<file path="config.mk">
export PLATFORM = sky130hd
export DESIGN_NAME = cmd_ctrl
export DESIGN_NICKNAME = d
export VERILOG_FILES = /design/src/fft_buf_pkg.sv /design/src/cmd_ctrl.sv
export SDC_FILE = /design/constraint.sdc
export NUM_CORES = 1
export LEC_CHECK = 0
export BUFFER_PORTS_ARGS = -buffer_cell sky130_fd_sc_hd__buf_2
export CAP_MARGIN = 0
export CELL_PAD_IN_SITES_DETAIL_PLACEMENT = 1
export CELL_PAD_IN_SITES_GLOBAL_PLACEMENT = 2
export CORE_UTILIZATION = 11
export DETAILED_ROUTE_END_ITERATION = 10
export GPL_ROUTABILITY_DRIVEN = 0
export PLACE_DENSITY_LB_ADDON = 0.08
export SLEW_MARGIN = 20
export SYNTH_ARGS = -nofsm -noshare
export SYNTH_HDL_FRONTEND = slang
export SYNTH_SLANG_ARGS = --single-unit
</file>
<file path="constraint.sdc">
create_clock -name axi_clk -period 2.2 [get_ports axi_clk]
set_input_delay 0.22 -clock axi_clk [delete_from_list [all_inputs] [get_ports axi_clk]]
set_output_delay 0.22 -clock axi_clk [all_outputs]
set_load 0.1 [all_outputs]
</file>
<file path="src/fft_buf_pkg.sv">
package fft_buf_pkg;

  localparam int DATA_W = 32;
  localparam int ADDR_W = 12;
  localparam int BUF_DW = 64;
  localparam int U_W    = 16;

  localparam logic [1:0]        OPC_START  = 2'b01;   // Command bits 3:2
  localparam logic [ADDR_W-1:0] STATUS_OFS = 12'h000;

  // Float view, x in the low half
  typedef struct packed {
    logic [DATA_W-1:0] y;
    logic [DATA_W-1:0] x;
  } f_word_t;

  // Integer view, only the low 16 bits carry data
  typedef struct packed {
    logic [BUF_DW-U_W-1:0] pad;
    logic [U_W-1:0]        val;
  } u_word_t;

  typedef union packed {
    f_word_t f;
    u_word_t u;
  } buf_word_u;

endpackage

</file>
<file path="src/cmd_ctrl.sv">
module cmd_ctrl (
  input  logic                           axi_clk,
  input  logic                           axi_reset_n,
  input  logic                           ss_tvalid_i,
  input  logic [fft_buf_pkg::DATA_W-1:0] ss_tdata_i,
  input  logic                           copy_ready_i,
  input  logic                           in_done_i,
  input  logic                           out_done_i,
  input  logic                           clear_i,
  output logic                           ss_tready_o,
  output logic                           copy_en_o,
  output logic                           copy_valid_o,
  output logic                           out_en_o,
  output logic                           uint_mode_o,
  output logic                           done_o
);

  typedef enum logic [1:0] {
    ST_IDLE,
    ST_COPY,
    ST_OUT,
    ST_DONE
  } state_t;

  state_t state_q;
  state_t state_d;
  logic   start_cmd;

  // Every beat is taken in idle, only opcode 01 starts a frame
  assign start_cmd = (state_q == ST_IDLE) && ss_tvalid_i &&
                     (ss_tdata_i[3:2] == fft_buf_pkg::OPC_START);

  always_comb begin
    state_d = state_q;
    case (state_q)
      ST_IDLE: begin
        if (start_cmd)
          state_d = ST_COPY;
      end
      ST_COPY: begin
        if (in_done_i)
          state_d = ST_OUT;
      end
      ST_OUT: begin
        if (out_done_i)
          state_d = ST_DONE;
      end
      default: begin
        if (clear_i)
          state_d = ST_IDLE;
      end
    endcase
  end

  always_ff @(posedge axi_clk or negedge axi_reset_n) begin
    if (!axi_reset_n) begin
      state_q     <= ST_IDLE;
      uint_mode_o <= 1'b0;
    end else begin
      state_q <= state_d;
      if (start_cmd)
        uint_mode_o <= ss_tdata_i[1];   // Modes 2 and 3
    end
  end

  always_comb begin
    case (state_q)
      ST_IDLE: ss_tready_o = 1'b1;
      ST_COPY: ss_tready_o = copy_ready_i;
      default: ss_tready_o = 1'b0;
    endcase
  end

  assign copy_en_o    = (state_q == ST_COPY);
  assign copy_valid_o = copy_en_o && ss_tvalid_i;
  assign out_en_o     = (state_q == ST_OUT);
  assign done_o       = (state_q == ST_DONE);

endmodule

</file>
---- After elaboration in Yosys (flattened, before gate mapping) ----
Cells that the tools add are included.
storage, ports and cells
  flip-flop bits (word level) ............. 3
  latch bits .............................. 0
  RAM bits ................................ 0
  bits in read-only memories .............. 0
  input bits .............................. 39
  logic and storage cells ................. 21
  memories ................................ 0
cells by class
  $add $sub $neg .......................... 0
  multipliers ............................. 0
  divide/modulo/power cells ............... 0
  $lt $le $gt $ge ......................... 0
  equality and inequality tests ........... 7
  shifts and indexed selects .............. 0
  multiplexer cells ....................... 6
  bitwise operators ....................... 0
  reduce and logical (&&, ||, !) cells .... 6
operators by type and width
  kind                                                  number
  2-to-1 mux 2 bit                                      4
  != test 2 bit (second input constant)                 3
  one-hot mux 2 bit (3 select lines)                    1
  equality test 2 x 1 -> 1 bit (second input constant)  2
  equality test 2 bit (second input constant)           2
  AND reduction 4 bit                                   1
  nonzero test 4 bit                                    1
  logical AND 1 bit                                     3
  logical NOT 2 bit                                     1
  one-hot mux 1 bit (2 select lines)                    1

---- Depth between registers and ports, before layout ----
  word-level depth ........................ 5
  depth in mapped cells ................... 5
  gate-level depth less buffers ........... 5

---- Worst setup path before layout ----
No wires, ideal clock.
  path type ............................... reg2out
  start point ............................. reg state_q[1]
  end point ............................... out copy_valid_o
  arrival time ............................ 2201 ps
  required time ........................... 1980 ps
  setup slack ............................. -221 ps
  stages on the path, launching flop included .. 4
  path buffers ............................ 0
  path through ............................ dfrtp_1 inv_1 ha_1 and2_1
on the way
  cells in the longest elaborated chain, start to end .. 2
ends and longest elaborated chain
  element                       RTL line        RTL
  start: declaration            cmd_ctrl.sv:25  state_t state_q;
  start signal: assignment      cmd_ctrl.sv:60  state_q <= state_d;
  equality test 2 x 1 -> 1 bit  cmd_ctrl.sv:74  assign copy_en_o = (state_q == ST_COPY);
  net copy_en_o                 cmd_ctrl.sv:11  output logic copy_en_o,
  logical AND 1 bit             cmd_ctrl.sv:75  assign copy_valid_o = copy_en_o && ss_tvalid_i;
  end: declaration              cmd_ctrl.sv:12  output logic copy_valid_o,
The timed path passes the listed nets, and every way through them passes these cells.

---- Final worst setup path ----
  start point ............................. reg state_q[0]
  end point ............................... out ss_tready_o
on the way
  cells in the longest elaborated chain, start to end .. 2
ends and longest elaborated chain
  element                                                            RTL line        RTL
  equality test 2 x 1 -> 1 bit or logical NOT 2 bit (tied branches)  cmd_ctrl.sv:67  case (state_q)
  one-hot mux 1 bit (2 select lines) (*)                             cmd_ctrl.sv:67
  end: declaration                                                   cmd_ctrl.sv:10  output logic ss_tready_o,
Every way passes the cells marked *; elsewhere a longest branch is shown, timed or not.

==> metrics.cfg <==
[logic_synthesis]
ys_seq_elements = 3
synth_commonest_cells = 5 x ha_1, 3 x dfrtp_1, 3 x inv_1
synth_most_common_cell = ha_1
async_reset_ff_frac = 1.00
syn-cell-area_um2 = 268
synthTopCellsByArea = dfrtp_1 28%, ha_1 23%, mux2_1 8.4%, a2111oi_2 5.6%, nor4_2 4.7%
synth_top_area_cell = dfrtp_1
syn-num-nets = 69
avgSynthCellArea_um2 = 10.7
synth_top_cell_area_share = 0.280
synthDistinctLibCells = 15
synth_cells = 25
synth_edf_count = 0
ys_seq_area_frac = 0.280
yosysWarnings = 0
ys.flop_type = dfrtp_1

[global_route]
met2_usage = 0.110
use_met3 = 0.00298
grt_pass1_vias = 290
gr-usage-met1 = 0.0814
grt_use_total = 0.0635
grt_pass1_wl_um = 1270
overflow = 0
top_usage_layer = met2
grt_max_degree = 6
antenna_found_initial = 0

[power]
clock_power_share = 0.114
p_leak_nw = 0.215
powerDensity_nw_per_um2 = 2010
p_sw_w = 0.000548
power.internal_w = 0.000296
p_comb_frac = 0.755
peakVddDrop_uv = 561
swShare = 0.649
pwr-share-seq = 0.131

[detailed_routing]
wl_um = 731
num_vias = 250
first_pass_iters = 1
route.detailed.drc = 0
post_drt_wl_per_cell_um = 10.0
avgViaCountPerCell = 3.42
drt_iter0_markers = 0
antenna_left = 0

[sta]
relSlewSlack = 0.675
setup_tns_ns = 0
period_needed_ns = 1.82
finalSetupViolations = 0
fin_ws_ns = 0.379
slew_viol_final = 0
holdWs_ns = 0.219
fmax_ghz = 0.549
finalHoldViolCount = 0
rsz0062_at_grt = no
tightestPinTransition_ns = 0.491
fin_crit_sh = 0.828
skew_ns = 0.00474

[worst_setup_path]
crit_cells = 5
path_cells = inv_1, ha_1, inv_1, nand2_1, buf_2
path_delay_family = buffers and inverters
crit_path_max_incr_delay_ns = 0.42
cp-start-kind = flop
crit_arrival_ns = 1.60
timing.critical_path.from = state_q[0]$_DFFE_PN0P_
path_buf_inv = 3
r2r-start = state_q[0]$_DFFE_PN0P_
crit_required_ns = 1.98
reg2reg_slack_ns = 0.39
slowest_stage = dfrtp_1
cp_common_cell = inv_1
reg2reg_depth = 5
endpoint = ss_tready_o
criticalPathCategory = reg2out
critPathCaptureType = output pin
crit_fanout = 4
worst_r2r_endpoint = state_q[1]$_DFFE_PN0P_

[floorplanning]
rows = 17
die_x_um = 51.3
core_area_um2 = 2250
initial_core_util = 0.119
fp.dieArea_um2 = 2640
ios = 45
fp.dieH_um = 51.3

[clock_tree]
ctsLongestPathBuffers = 2
cts_setup_buffers = 0
cts_buffers = 3
holdBufCountCts = 1
h-tree-depth = 1
clkSlewWorstSetupHoldPaths_ns = 0.04
cts_tree = built
clk_latency_ns = 0.23
root_buffer = clkbuf_4
cts_resized = 0
clock_sinks = 3

[final_layout]
antenna_cells = 0
fillCellCount = 289
fin_area_um2 = 420
multi_input_area_um2 = 188
nNetsFinal = 90
regArea_um2 = 75.1
area_growth_syn_to_layout_pct = 57.0
drive_gt1_frac = 0.533
fin_cells = 73

[flow_run]
max_cap_violations = 0

[placement]
dp.cells = 68
dp_hpwl_um = 631
postPlaceCellArea_um2 = 384
portBuffers = 15
dp_slack_ns = 0.370

[hold_path]
min_path_type = in2reg

[status]
status = finished clean

==> stage by stage <==
stage | utilization | total power, W
finish | 0.186 | 0.000844
global route | 0.186 | 0.000894
CTS | 0.186 | 0.000860
detailed placement | 0.170 | 0.000757
global placement | 0.170 | 0.000759
floorplan | - | 0.000663
==> cells in the final DEF (no fill, tap or decap) <==
cell type / count
buf_2: 15
inv_1: 3
ha_1: 3
clkbuf_4: 3
dfrtp_1: 3
nand2_1: 2
mux2_1: 2
ha_2: 2
and2_2: 1
nand3b_1: 1
nor4_2: 1
nor2b_2: 1
nor2b_1: 1
a2111oi_2: 1
and4b_1: 1
a21o_1: 1
nor4_1: 1
o2bb2ai_1: 1
clkbuf_1: 1
dlygate4sd3_1: 1
==> power groups by stage <==
stage                     Combinational [W]  Sequential [W]   Clock, W
after global routing               0.000675        0.000117   0.000102
after detailed placement           0.000646        0.000111          0
after floorplan                    0.000490        0.000173          0
final                              0.000637        0.000111  0.0000960
after CTS                          0.000647        0.000112   0.000101
after global placement             0.000645        0.000114          0
==> kinds of logic after synthesis <==
logic type,share of synthesized area
multiplexers,0.0841
adder cells (fa/ha/maj),0.234
buffers and inverters,0.0421
AND/OR/NAND/NOR,0.243
flip-flops,0.280
AO/OA/AOI/OAI,0.117
==> flip-flops by register name (all words and copies together) (netlist names) <==
name	cells
uint_mode_o	1
state_q	2
==> cell type report <==
| cell class | instances | area share |
|---|---|---|
| Multi-Input combinational cell | 19 | 0.446 |
| Timing Repair Buffer | 16 | 0.202 |
| Sequential cell | 3 | 0.179 |
| Tap cell | 28 | 0.0833 |
| Clock buffer | 4 | 0.0625 |
| Inverter | 3 | 0.0268 |
==> per-layer routing <==
metal | vias up | share of wire
met5 | - | 0
met4 | 0 | 0
met3 | 0 | 0.038
met2 | 7 | 0.52
met1 | 114 | 0.44
li1 | 129 | -
==> how the worst min path moves through the flow <==
| stage | startpoint | end | slack [ns] | cells past startpoint |
|---|---|---|---|---|
| floorplan | axi_reset_n | state_q[0]$_DFFE_PN0P_ | -0.08 | 0 |
| global placement | axi_reset_n | uint_mode_o$_DFFE_PN0P_ | 0.02 | 1 |
| detailed placement | axi_reset_n | uint_mode_o$_DFFE_PN0P_ | 0.02 | 1 |
| CTS | ss_tdata_i[1] | uint_mode_o$_DFFE_PN0P_ | 0.22 | 2 |
| global route | ss_tdata_i[1] | uint_mode_o$_DFFE_PN0P_ | 0.23 | 2 |
| finish | ss_tdata_i[1] | uint_mode_o$_DFFE_PN0P_ | 0.22 | 2 |
==> worst reg2reg max path, stage by stage (launching register included) <==
cell and delay, ns:
dfrtp_1 0.42, inv_1 0.12, ha_1 0.27, nor4_2 0.09, a2111oi_2 0.42, mux2_1 0.36
Note: power is estimated with default switching activity, not from simulation.
