[src/fft_buf_pkg.sv]
package fft_buf_pkg;

  localparam int DATA_W = 32;
  localparam int ADDR_W = 12;
  localparam int BUF_DW = 64;
  localparam int U_W    = 16;

  localparam logic [1:0]        OPC_START  = 2'b01;   // Command bits 3:2
  localparam logic [ADDR_W-1:0] STATUS_OFS = 12'h000;

  // Float view, x in the low half
  typedef struct packed {
    logic [DATA_W-1:0] y;
    logic [DATA_W-1:0] x;
  } f_word_t;

  // Integer view, only the low 16 bits carry data
  typedef struct packed {
    logic [BUF_DW-U_W-1:0] pad;
    logic [U_W-1:0]        val;
  } u_word_t;

  typedef union packed {
    f_word_t f;
    u_word_t u;
  } buf_word_u;

endpackage

[src/axil_status.sv]
module axil_status (
  input  logic                           axi_clk,
  input  logic                           axi_reset_n,
  input  logic                           awvalid_i,
  input  logic [fft_buf_pkg::ADDR_W-1:0] awaddr_i,
  input  logic                           wvalid_i,
  input  logic [fft_buf_pkg::DATA_W-1:0] wdata_i,
  input  logic                           arvalid_i,
  input  logic [fft_buf_pkg::ADDR_W-1:0] araddr_i,
  input  logic                           rready_i,
  input  logic                           done_i,
  output logic                           awready_o,
  output logic                           wready_o,
  output logic                           arready_o,
  output logic                           rvalid_o,
  output logic [fft_buf_pkg::DATA_W-1:0] rdata_o,
  output logic                           clear_o
);

  typedef enum logic {
    RD_IDLE,
    RD_DATA
  } rd_state_t;

  rd_state_t                      rd_state_q;
  logic [fft_buf_pkg::ADDR_W-1:0] rd_addr_q;

  assign awready_o = awvalid_i;
  assign wready_o  = wvalid_i;
  assign arready_o = 1'b1;   // Extra requests while busy are dropped

  assign clear_o = awvalid_i && wvalid_i && (awaddr_i == fft_buf_pkg::STATUS_OFS) && wdata_i[0];

  always_ff @(posedge axi_clk or negedge axi_reset_n) begin
    if (!axi_reset_n) begin
      rd_state_q <= RD_IDLE;
      rd_addr_q  <= '0;
    end else begin
      case (rd_state_q)
        RD_IDLE: begin
          if (arvalid_i) begin
            rd_addr_q  <= araddr_i;
            rd_state_q <= RD_DATA;
          end
        end
        default: begin
          if (rready_i)
            rd_state_q <= RD_IDLE;
        end
      endcase
    end
  end

  assign rvalid_o = (rd_state_q == RD_DATA);
  assign rdata_o  = (rd_addr_q == fft_buf_pkg::STATUS_OFS) ?
                    {{(fft_buf_pkg::DATA_W-1){1'b0}}, done_i} : '0;

endmodule

[config.mk]
export PLATFORM = sky130hd
export DESIGN_NAME = axil_status
export DESIGN_NICKNAME = d
export VERILOG_FILES = /design/src/fft_buf_pkg.sv /design/src/axil_status.sv
export SDC_FILE = /design/constraint.sdc
export NUM_CORES = 1
export LEC_CHECK = 0
export BUFFER_PORTS_ARGS = -buffer_cell sky130_fd_sc_hd__buf_2
export CORE_MARGIN = 2
export CORE_UTILIZATION = 33
export DETAILED_ROUTE_END_ITERATION = 6
export GPL_ROUTABILITY_DRIVEN = 0
export PLACE_DENSITY = 0.82
export SYNTH_ARGS = -nofsm -noshare
export SYNTH_HDL_FRONTEND = slang
export SYNTH_SLANG_ARGS = --single-unit
export TNS_END_PERCENT = 20
[constraint.sdc]
create_clock -name axi_clk -period 1.58 [get_ports axi_clk]
set_input_delay 0.237 -clock axi_clk [delete_from_list [all_inputs] [get_ports axi_clk]]
set_output_delay 0.237 -clock axi_clk [all_outputs]
set_load 0.02 [all_outputs]
Yosys cells after proc, flatten, opt, wreduce, memory -nomap -nowiden. Index checks and enable logic that the tools add are counted.

Reductions and logical operators: 6. Muxes and demuxes: 4. Bitwise gates (word level): 1.

Operators by type and width (count): $logic_not 12->1 (2); $mux 1 (4); $logic_and 1x1->1 (3); $reduce_and 2->1 (1); $not 1->1 (1).

Bits in registers: 13. Output and inout bits: 37. Logic and storage cells: 13. Bits of input ports: 63.

Logic depth before layout (Yosys ltp). Gate-level depths: netlist of the first run.

Depth in word-level cells: 3. Gate-level depth with buffers: 3.

Least setup slack after synthesis of the first run. Ideal clock, no wire load.

Kind: register -> register. From: register rd_state_q (netlist: rvalid_o). To: register rd_addr_q[0] (netlist bit). Stages on the path, launching flop included: 4. Clock period less this slack: 1226 ps. Setup slack: 354 ps. Data required time: 1455 ps. Library setup time: 125 ps. Data arrival time: 1101 ps. Path through: dfrtp_1 > nor2b_4 > buf_12 > mux2_4.

Cells in the longest elaborated chain, start to end: 2.

RTL lines: start: declaration (line axil_status.sv:25) `rd_state_t rd_state_q;`; start signal: assignment (line axil_status.sv:36) `rd_state_q <= RD_IDLE;`; start signal: assignment (line axil_status.sv:43) `rd_state_q <= RD_DATA;`; start signal: assignment (line axil_status.sv:48) `rd_state_q <= RD_IDLE;`; $not 1->1 (no line); $reduce_and 2->1 (no line); end signal: assignment (line axil_status.sv:42) `rd_addr_q <= araddr_i;`; end: declaration (line axil_status.sv:26) `logic [fft_buf_pkg::ADDR_W-1:0] rd_addr_q;`.

No other way between the ends. A chain may end at the register's enable or synchronous reset.

Worst setup path in the final report of the first run.
From: register rd_addr_q[4] (netlist bit). To: output port rdata_o[0] (netlist bit).

Cells in the longest elaborated chain, start to end: 2.

RTL lines: $logic_not 12->1 (line axil_status.sv:55) `assign rdata_o = (rd_addr_q == fft_buf_pkg::STATUS_OFS) ?`; $mux 1 (line axil_status.sv:55); end: declaration (line axil_status.sv:16) `output logic [fft_buf_pkg::DATA_W-1:0] rdata_o,`.

No other way between the ends.

==> results of run 1 <==
-- what timing repair did --
action                                 CTS  global route
endpoints found under the hold margin   13             0
setup buffers                            0             1
pin swaps                                0             2
hold buffers                             1             0
setup endpoints to repair                1             1
cloned                                   0             0
resized for setup                        1             2
-- report_power, final --
group          leakage, nW  total, mW  switching, mW  internal (mW)
combinational        0.377      0.308          0.141          0.167
sequential           0.152      0.480         0.0632          0.417
clock               0.0150      0.199          0.102         0.0976
-- worst max path at each step --
stage	slack (ns)	to	depth (start not counted)
6_report	0.04	rdata_o[0]	3
5_1_grt	-0.05	rdata_o[0]	3
4_1_cts	0.007	rdata_o[0]	3
3_5_place_dp	0.26	rdata_o[0]	3
3_3_place_gp	0.27	rdata_o[0]	3
2_1_floorplan	0.35	rd_addr_q[0]	3
-- critical path: cells and delay by family, from the launching register on --
family                 cells  cell delay [ns]
DFF                        1             0.40
buffers and inverters      1             0.14
and+or+nand+nor            2             0.51
-- layer usage --
| metal | vias to the layer above | global-route usage | part of all wire |
|---|---|---|---|
| li1 | 268 | - | - |
| met1 | 269 | 0.102 | 0.37 |
| met2 | 35 | 0.172 | 0.54 |
| met3 | 0 | 0.0328 | 0.082 |
| met4 | 0 | 0.0314 | 0 |
| met5 | - | 0 | 0 |
-- final cells by class --
type                            instances  share of cell area
Timing Repair Buffer                   40               0.214
Multi-Input combinational cell         57               0.398
Sequential cell                        13               0.324
Clock buffer                            4              0.0262
Tap cell                               30              0.0374
-- stage by stage --
step / hold WS (ns) / setup WS (ns) / std cells
5_1_grt: 0.131 / -0.0452 / 144
6_report: 0.136 / 0.0363 / 144
3_3_place_gp: 0.125 / 0.265 / 138
4_1_cts: 0.125 / 0.00699 / 143
2_1_floorplan: -0.0586 / 0.354 / 105
3_5_place_dp: 0.136 / 0.265 / 138
-- cell usage after synthesis --
master                     count
sky130_fd_sc_hd__buf_12        1
sky130_fd_sc_hd__and4_1        2
sky130_fd_sc_hd__nor4bb_1      1
sky130_fd_sc_hd__nor3b_1       1
sky130_fd_sc_hd__conb_1        2
sky130_fd_sc_hd__mux2_2        2
sky130_fd_sc_hd__nor3_1        1
sky130_fd_sc_hd__nor2b_4       1
sky130_fd_sc_hd__nor4b_1       1
sky130_fd_sc_hd__a21oi_1       1
sky130_fd_sc_hd__buf_4        34
sky130_fd_sc_hd__nor2_1        2
sky130_fd_sc_hd__dfrtp_1      13
sky130_fd_sc_hd__nor4_1        3
sky130_fd_sc_hd__mux2_4       10
-- kinds of logic after synthesis --
logic type | after synthesis
muxes | 12
buffers and inverters | 35
and+or+nand+nor | 12
DFF | 13
other | 2
AOI/OAI and AO/OA | 1
-- flip-flops by register name, indices dropped and copies added, names as in the netlist --
| signal | flops |
|---|---|
| rvalid_o | 1 |
| rd_addr_q | 12 |
==> impl_metrics.csv, run 1 <==
group,metric,value,unit
run_status,status,"finished clean",
finish,area_delta_synth_final,14.7,%
finish,nNetsFinal,178,
global_routing,pin_count_of_the_biggest_net_entering_global_routing,14,
worst_setup_path,r2r.worst_path.cells,3,
finish,fillers,256,
synthesis,mappedNetlistArea,875,µm²
synthesis,yosys.cell_types.count,15,
timing,finalSetupTns,0,ns
worst_setup_path,critical_path_endpoint_category,"output port",
cts,cts.sinks,13,
cts,tritoncts_buffer_count,3,
pwr,power,987,µW
synthesis,yosys.area_share.simple,0.102,
timing,finalSetupViolCount,0,
min_path,timing.hold.worst.class,"in2reg",
synthesis,synth_top_cell_area_share,0.372,
floorplan,standard_cell_row_count,18,
finish,mostFrequentLayoutCell,"sky130_fd_sc_hd__buf_2",
pwr,pwr_density_cell,984,nW/µm²
cts,tritoncts,"done",
worst_setup_path,worst_path_maximum_fanout,2,
worst_setup_path,timing.critical_path.arrival,1.31,ns
synthesis,postSynthAreaPerCell,11.7,µm²
cts,clk_pin_slew_worst_paths,0.07,ns
floorplan,floorplan.die.width,55.5,µm
drt,ant_nets,0,
synthesis,netlist.top_cell.by_area,"sky130_fd_sc_hd__dfrtp_1",
placement,post_dp_hpwl,1.25,mm
synthesis,post_synth_fa_ha_maj_area_fraction,0,
drt,drt_wl_total,1.49,mm
pwr,cellLeakagePower,0.544,nW
worst_setup_path,worst_path_cell_with_the_longest_stage_delay,"sky130_fd_sc_hd__dfrtp_1",
worst_setup_path,crit_path_start_kind,"flop",
synthesis,yosys_warnings,0,
min_path,whs_endpoint,"rvalid_o",
drt,wire_per_inst,10.3,µm
worst_setup_path,setup.worst_path.class,"reg2out",
timing,hold_violations,0,
job,max_cap_viol_count,0,
finish,multi_input_area,399,µm²
placement,port_buffers,36,
global_routing,number_of_antenna_violations_at_the_first_check_in_global_routing,0,
finish,drive_above_1_share,0.500,
timing,drv_slew,0,
min_path,worst_hold_path.num_cells,2,
cts,cts_buffer_depth,2,
floorplan,area_of_the_core_region,2500,µm²
timing,final.min_clock_period,1.54,ns
global_routing,grt_pass1_wl,2.29,mm
min_path,min_from,"rready_i",
cts,cts_root_buffer,"sky130_fd_sc_hd__clkbuf_4",
worst_setup_path,r2r_slack,0.37,ns
synthesis,ys_seq_elements,13,
synthesis,yosys-top-cells-area,"sky130_fd_sc_hd__dfrtp_1 37%, sky130_fd_sc_hd__buf_4 29%, sky130_fd_sc_hd__mux2_4 17%",
synthesis,muxShareOfSynthArea,0.197,
floorplan,floorplan.initialDensity,0.350,
synthesis,synth-xor-area-share,0,
drt,drt_iter0_markers,3,
synthesis,ys_seq_area_frac,0.372,
worst_setup_path,reg2reg_from,"rvalid_o",
worst_setup_path,timing.critical_path.cells,"nor4_2, and4_1, buf_4",
floorplan,design.portCount,100,
floorplan,floorplan.die_area,3080,µm²
timing,worst_clock_skew,0.00365,ns
pwr,ir_worst_vdd,0.442,mV
timing,fmax,0.648,GHz
worst_setup_path,cp_data_required_time,1.34,ns
timing,fin_crit_sh,0.977,
finish,sequential_area,325,µm²
finish,finalCoreUtilization,0.401,
global_routing,global_route.overflow_total,0,
drt,remaining_drc_errors,0,
floorplan,die_h,55.5,µm
cts,clk-insertion-delay-late,0.27,ns
global_routing,grt.total_usage,0.0950,
synthesis,synthCells,75,
worst_setup_path,crit_path_start,"rd_addr_q[4]",
worst_setup_path,timing.critical_path.slowest_cell_delay,0.40,ns
timing,unrepaired_setup_endpoints_after_global_routing,"yes",
drt,vias,572,
synthesis,synth_top_family_by_area,"buffers and inverters",
drt,detailedRoute.firstPassIterationCount,2,
cts,cts_htree_levels,1,
finish,layout_common_cells,"35 x sky130_fd_sc_hd__buf_2, 32 x sky130_fd_sc_hd__conb_1, 13 x sky130_fd_sc_hd__dfrtp_1",
finish,n_antenna_cell,0,
placement,placed_cell_area,945,µm²
global_routing,via_count_of_the_first_global_routing_pass,541,
drt,post_drt_via_cell_ratio,3.97,
worst_setup_path,r2r-end,"rd_addr_q[2]",
synthesis,synth_compound_gate_area_share,0.00572,
finish,fin_area,1000,µm²
(Power assumes the default switching activity.)
==> run 2, diff against run 1 <==
--- a/config.mk
+++ b/config.mk
@@ -10,7 +10,7 @@
 export CORE_UTILIZATION = 33
 export DETAILED_ROUTE_END_ITERATION = 6
 export GPL_ROUTABILITY_DRIVEN = 0
-export PLACE_DENSITY = 0.82
+export PLACE_DENSITY = 0.79
 export SYNTH_ARGS = -nofsm -noshare
 export SYNTH_HDL_FRONTEND = slang
 export SYNTH_SLANG_ARGS = --single-unit
==> run 2 against run 1 <==
  * Largest power group unchanged
  * Largest cell class unchanged
  * Clock-buffer cell count is the same
  * Register-to-register slack got worse by 0.15 ns
  * Die area unchanged
==> impl_metrics.csv, run 2 (synthesis results as in run 1) <==
group,metric,value,unit
run_status,status,"finished clean",
finish,mostFrequentLayoutCell,"sky130_fd_sc_hd__buf_2",
worst_setup_path,cp_data_required_time,1.34,ns
finish,largest_reg_flops,12,
timing,drv_slew,0,
global_routing,global_route.overflow_total,0,
pwr,cellInternalPower,667,µW
global_routing,gr-usage-met3,0.0234,
job,max_cap_viol_count,0,
global_routing,grt.total_usage,0.0959,
drt,drt_iter0_markers,8,
drt,remaining_drc_errors,0,
drt,ant_nets,0,
finish,drive_above_1_share,0.486,
pwr,pwr_density_cell,987,nW/µm²
finish,fillers,252,
worst_setup_path,worst_path_cell_with_the_longest_stage_delay,"sky130_fd_sc_hd__dfrtp_1",
drt,vias,536,
global_routing,grt-busiest-layer,"met2",
global_routing,number_of_antenna_violations_at_the_first_check_in_global_routing,0,
pwr,power_frac_seq,0.492,
worst_setup_path,timing.critical_path.cells,"nor4_2, and4_1, buf_4",
floorplan,area_of_the_core_region,2500,µm²
timing,fin_crit_sh,0.973,
drt,detailedRoute.firstPassIterationCount,2,
floorplan,standard_cell_row_count,18,
pwr,cellLeakagePower,0.528,nW
global_routing,pin_count_of_the_biggest_net_entering_global_routing,14,
worst_setup_path,timing.critical_path.slowest_cell_delay,0.39,ns
worst_setup_path,worst_path_maximum_fanout,2,
cts,cts_setup_buffers,0,
finish,finalCoreUtilization,0.392,
cts,clk_pin_slew_worst_paths,0.08,ns
pwr,power.share.clock,0.208,
global_routing,grt_pass1_wl,2.29,mm
global_routing,met1_usage,0.107,
timing,finalSetupViolCount,0,
floorplan,floorplan.die_area,3080,µm²
pwr,power.share.switching,0.311,
floorplan,design.portCount,100,
finish,nNetsFinal,175,
cts,tritoncts,"done",
timing,hold_violations,0,
finish,layout_common_cells,"35 x sky130_fd_sc_hd__buf_2, 32 x sky130_fd_sc_hd__conb_1, 13 x sky130_fd_sc_hd__dfrtp_1",
worst_setup_path,critical_path_endpoint_category,"output port",
worst_setup_path,crit_path_start_kind,"flop",
worst_setup_path,setup.worst_path.class,"reg2out",
finish,n_antenna_cell,0,
drt,drt_wl_total,1.49,mm
placement,port_buffers,36,
timing,worst_clock_skew,0.00279,ns
min_path,timing.hold.worst.class,"in2reg",
cts,clk-insertion-delay-late,0.27,ns
cts,cts_buffer_depth,2,
timing,worst_hold_slack,0.127,ns
placement,post_dp_hpwl,1.25,mm
pwr,power.switching,301,µW
finish,area_delta_synth_final,12.2,%
timing,final.min_clock_period,1.54,ns
global_routing,via_count_of_the_first_global_routing_pass,514,
cts,tritoncts_buffer_count,3,
cts,cts.sinks,13,
worst_setup_path,timing.critical_path.arrival,1.30,ns
pwr,ir_worst_vdd,0.396,mV
global_routing,grt_util_met2,0.177,
timing,unrepaired_setup_endpoints_after_global_routing,"yes",
drt,post_drt_via_cell_ratio,3.80,
floorplan,floorplan.initialDensity,0.350,
cts,cts_root_buffer,"sky130_fd_sc_hd__clkbuf_4",
pwr,combinational_cell_fraction_of_total_power,0.300,
finish,max_flop_register,"rd_addr_q",
drt,wire_per_inst,10.6,µm
floorplan,floorplan.die.width,55.5,µm
timing,fmax,0.651,GHz
floorplan,die_h,55.5,µm
finish,fin_area,981,µm²
cts,cts_htree_levels,1,
placement,placed_cell_area,930,µm²
==> run 2: cell count changes in the layout (fill, tap and decap cells not counted) <==
cell,change
sky130_fd_sc_hd__buf_4,-3
==> run 2: worst max-delay path, delay by kind of cell, from the launching register on <==
kind	cells	cell delay, ns
buffers and inverters	1	0.14
and+or+nand+nor	2	0.50
DFF	1	0.39
==> run 2: power by group through the flow <==
stage,logic (mW),clock network [mW],registers [mW]
2_1_floorplan,0.291,0,0.463
3_3_place_gp,0.278,0,0.469
5_1_grt,0.314,0.232,0.487
4_1_cts,0.294,0.210,0.480
3_5_place_dp,0.287,0,0.476
6_report,0.291,0.201,0.476
==> run 2: layer usage <==
| layer | part of all wire | vias to the layer above |
|---|---|---|
| met4 | 0 | 0 |
| li1 | - | 257 |
| met1 | 0.37 | 245 |
| met3 | 0.074 | 0 |
| met2 | 0.55 | 34 |
| met5 | 0 | - |
==> run 2: repair_timing <==
action	4_1_cts	5_1_grt
setup endpoints to repair	1	1
pin swaps	0	2
gates cloned	0	0
hold buffers	1	0
endpoints found under the hold margin	13	0
gates resized for setup	2	1
==> run 2: path summary, 6_finish.rpt <==
check | depth (start not counted) | start | to | slack [ns]
setup / recovery | 3 | rd_addr_q[1] | rdata_o[0] | 0.04
hold / removal | 2 | rready_i | rvalid_o | 0.13
setup reg to reg | 2 | rvalid_o | rd_addr_q[1] | 0.22
hold reg to reg | 1 | rd_addr_q[10] | rd_addr_q[10] | 0.52
max in group asynchronous | 2 | axi_reset_n | rd_addr_q[0] | 0.99
min in group asynchronous | 2 | axi_reset_n | rd_addr_q[3] | 0.37
==> run 2: per-stage QoR <==
stage                     instances  power [mW]  setup slack [ns]  TNS, ns
after floorplan                 105       0.754             0.354        0
after detailed placement        136       0.764             0.228        0
after global routing            141        1.03           -0.0217  -0.0217
after CTS                       141       0.984           0.00475        0
final                           141       0.968            0.0429        0
after global placement          136       0.747             0.260        0
==> run 2: layout make-up <==
class	instances	area [µm²]	area share
timing repair buffer	37	193	0.196
tap	30	37.5	0.0383
clock buffer	4	26.3	0.0268
sequential	13	325	0.332
multi-input combinational	57	399	0.407
==> run 3, diff against run 2 <==
--- a/config.mk
+++ b/config.mk
@@ -7,10 +7,10 @@
 export LEC_CHECK = 0
 export BUFFER_PORTS_ARGS = -buffer_cell sky130_fd_sc_hd__buf_2
 export CORE_MARGIN = 2
-export CORE_UTILIZATION = 33
+export CORE_UTILIZATION = 36
 export DETAILED_ROUTE_END_ITERATION = 6
 export GPL_ROUTABILITY_DRIVEN = 0
-export PLACE_DENSITY = 0.79
+export PLACE_DENSITY = 0.85
 export SYNTH_ARGS = -nofsm -noshare
 export SYNTH_HDL_FRONTEND = slang
 export SYNTH_SLANG_ARGS = --single-unit
==> constraint.sdc (replaced) <==
create_clock -name axi_clk -period 1.8 [get_ports axi_clk]
set_input_delay 0.27 -clock axi_clk [delete_from_list [all_inputs] [get_ports axi_clk]]
set_output_delay 0.27 -clock axi_clk [all_outputs]
set_load 0.02 [all_outputs]
==> run 3 against run 2 <==
  * First-iteration DRC count fell by 88%
  * Via count rose by 3.9%
  * Sequential cell count did not move
  * Critical path depth did not move
  * Die area fell by 7.7%
  * Clock-buffer cell count did not move
  * Sequential power fell by 13%
  * Hold slack improved by 0.037 ns
  * Final cell count fell by 1.4%
  * Critical endpoint unchanged
  * Highest routed layer unchanged
==> impl_metrics.csv, run 3 (synthesis results as in run 1) <==
group,metric,value,unit
worst_setup_path,wp_buf_inv,1,
finish,max_flop_register,"rd_addr_q",
global_routing,global_route.overflow_total,0,
worst_setup_path,cp_data_required_time,1.53,ns
worst_setup_path,worst_path_maximum_fanout,2,
floorplan,floorplan.die.width,53.3,µm
drt,remaining_drc_errors,0,
cts,clk_pin_slew_worst_paths,0.07,ns
floorplan,area_of_the_core_region,2250,µm²
finish,largest_reg_flops,12,
timing,hold_violations,0,
worst_setup_path,timing.critical_path.arrival,1.36,ns
finish,nNetsFinal,175,
drt,drt_wl_total,1.45,mm
drt,detailedRoute.firstPassIterationCount,2,
timing,fmax,0.612,GHz
global_routing,number_of_antenna_violations_at_the_first_check_in_global_routing,0,
timing,fin_crit_sh,0.907,
cts,cts_setup_buffers,0,
cts,cts_root_buffer,"sky130_fd_sc_hd__clkbuf_4",
cts,tritoncts,"done",
finish,drive_above_1_share,0.468,
cts,clk-insertion-delay-late,0.27,ns
run_status,status,"finished clean",
cts,cts.sinks,13,
floorplan,floorplan.die_area,2840,µm²
timing,final_critical_path_setup_slack,0.167,ns
worst_setup_path,timing.critical_path.slowest_cell_delay,0.39,ns
worst_setup_path,critical-path-top-delay-family,"simple AND/OR/NAND/NOR gates",
finish,n_antenna_cell,0,
min_path,timing.hold.worst.class,"in2reg",
job,max_cap_viol_count,0,
global_routing,pin_count_of_the_biggest_net_entering_global_routing,14,
global_routing,grt_pass1_wl,2.20,mm
cts,cts_buffer_depth,2,
placement,post_dp_hpwl,1.27,mm
global_routing,grt.total_usage,0.114,
global_routing,via_count_of_the_first_global_routing_pass,512,
floorplan,floorplan.initialDensity,0.388,
finish,layout_common_cells,"36 x sky130_fd_sc_hd__buf_2, 32 x sky130_fd_sc_hd__conb_1, 13 x sky130_fd_sc_hd__dfrtp_1",
finish,area_delta_synth_final,10.2,%
floorplan,design.portCount,100,
timing,finalSetupViolCount,0,
drt,vias,557,
timing,finalSetupTns,0,ns
worst_setup_path,timing.critical_path.cells,"nor4_1, and4_1, buf_2",
cts,cts_htree_levels,1,
drt,wire_per_inst,10.5,µm
drt,drt_iter0_markers,1,
worst_setup_path,crit_path_start_kind,"flop",
placement,post-place-ws,0.370,ns
worst_setup_path,worst_path_cell_with_the_longest_stage_delay,"sky130_fd_sc_hd__dfrtp_1",
finish,mostFrequentLayoutCell,"sky130_fd_sc_hd__buf_2",
floorplan,die_h,53.3,µm
drt,ant_nets,0,
placement,port_buffers,36,
drt,post_drt_via_cell_ratio,4.01,
pwr,pwr_density_cell,869,nW/µm²
pwr,cellLeakagePower,0.528,nW
timing,unrepaired_setup_endpoints_after_global_routing,"no",
pwr,ir_worst_vdd,0.448,mV
timing,drv_slew,0,
timing,final.min_clock_period,1.63,ns
worst_setup_path,critical_path_endpoint_category,"output port",
cts,tritoncts_buffer_count,3,
floorplan,standard_cell_row_count,17,
worst_setup_path,setup.worst_path.class,"reg2out",
timing,worst_clock_skew,0.00218,ns
[run 3: cell counts in the layout (fill, tap and decap cells not counted)]
No cell type changed its count.
[run 3: routing by layer]
metal,wire length [µm],GRT usage,share of wire,vias to the layer above
li1,-,-,-,258
met3,214,0.0621,0.15,0
met4,0,0.0256,0,0
met5,0,0,0,-
met1,473,0.109,0.33,250
met2,766,0.212,0.53,49
[run 3: final cells by class]
cell class | count | area (µm²)
Clock buffer | 4 | 26.3
Multi-Input combinational cell | 57 | 387
Tap cell | 28 | 35.0
Fill cell | 238 | 1290
Sequential cell | 13 | 325
Timing Repair Buffer | 37 | 190
[run 3: final timing paths]
kind                                end    startpoint  cells after the start  slack [ns]
max in group asynchronous  rd_addr_q[6]   axi_reset_n                      2        1.18
min in group asynchronous  rd_addr_q[2]   axi_reset_n                      2        0.40
min reg2reg                rd_addr_q[1]  rd_addr_q[1]                      1        0.51
max reg2reg                rd_addr_q[1]      rvalid_o                      2        0.45
max                          rdata_o[0]  rd_addr_q[0]                      3        0.17
min                            rvalid_o      rready_i                      2        0.16
[run 3: power by group]
group / leakage [nW] / internal [mW] / switching, mW
Sequential: 0.152 / 0.366 / 0.0461
Clock: 0.0150 / 0.0859 / 0.0889
Combinational: 0.361 / 0.132 / 0.119
Total: 0.528 / 0.583 / 0.254
[run 3: per-stage QoR]
stage,cells,utilization,total power [mW],cell area [µm²],hold slack (ns)
6_report,139,0.427,0.837,963,0.165
5_1_grt,139,0.427,0.895,963,0.156
4_1_cts,139,0.427,0.848,963,0.159
3_5_place_dp,134,0.411,0.669,927,0.172
3_3_place_gp,134,0.411,0.654,927,0.163
2_1_floorplan,105,-,0.662,987,-0.0256
[run 3: timing repair]
item / CTS / global route
resized for setup: 0 / 0
endpoints found under the hold margin: 13 / 0
hold buffers: 1 / 0
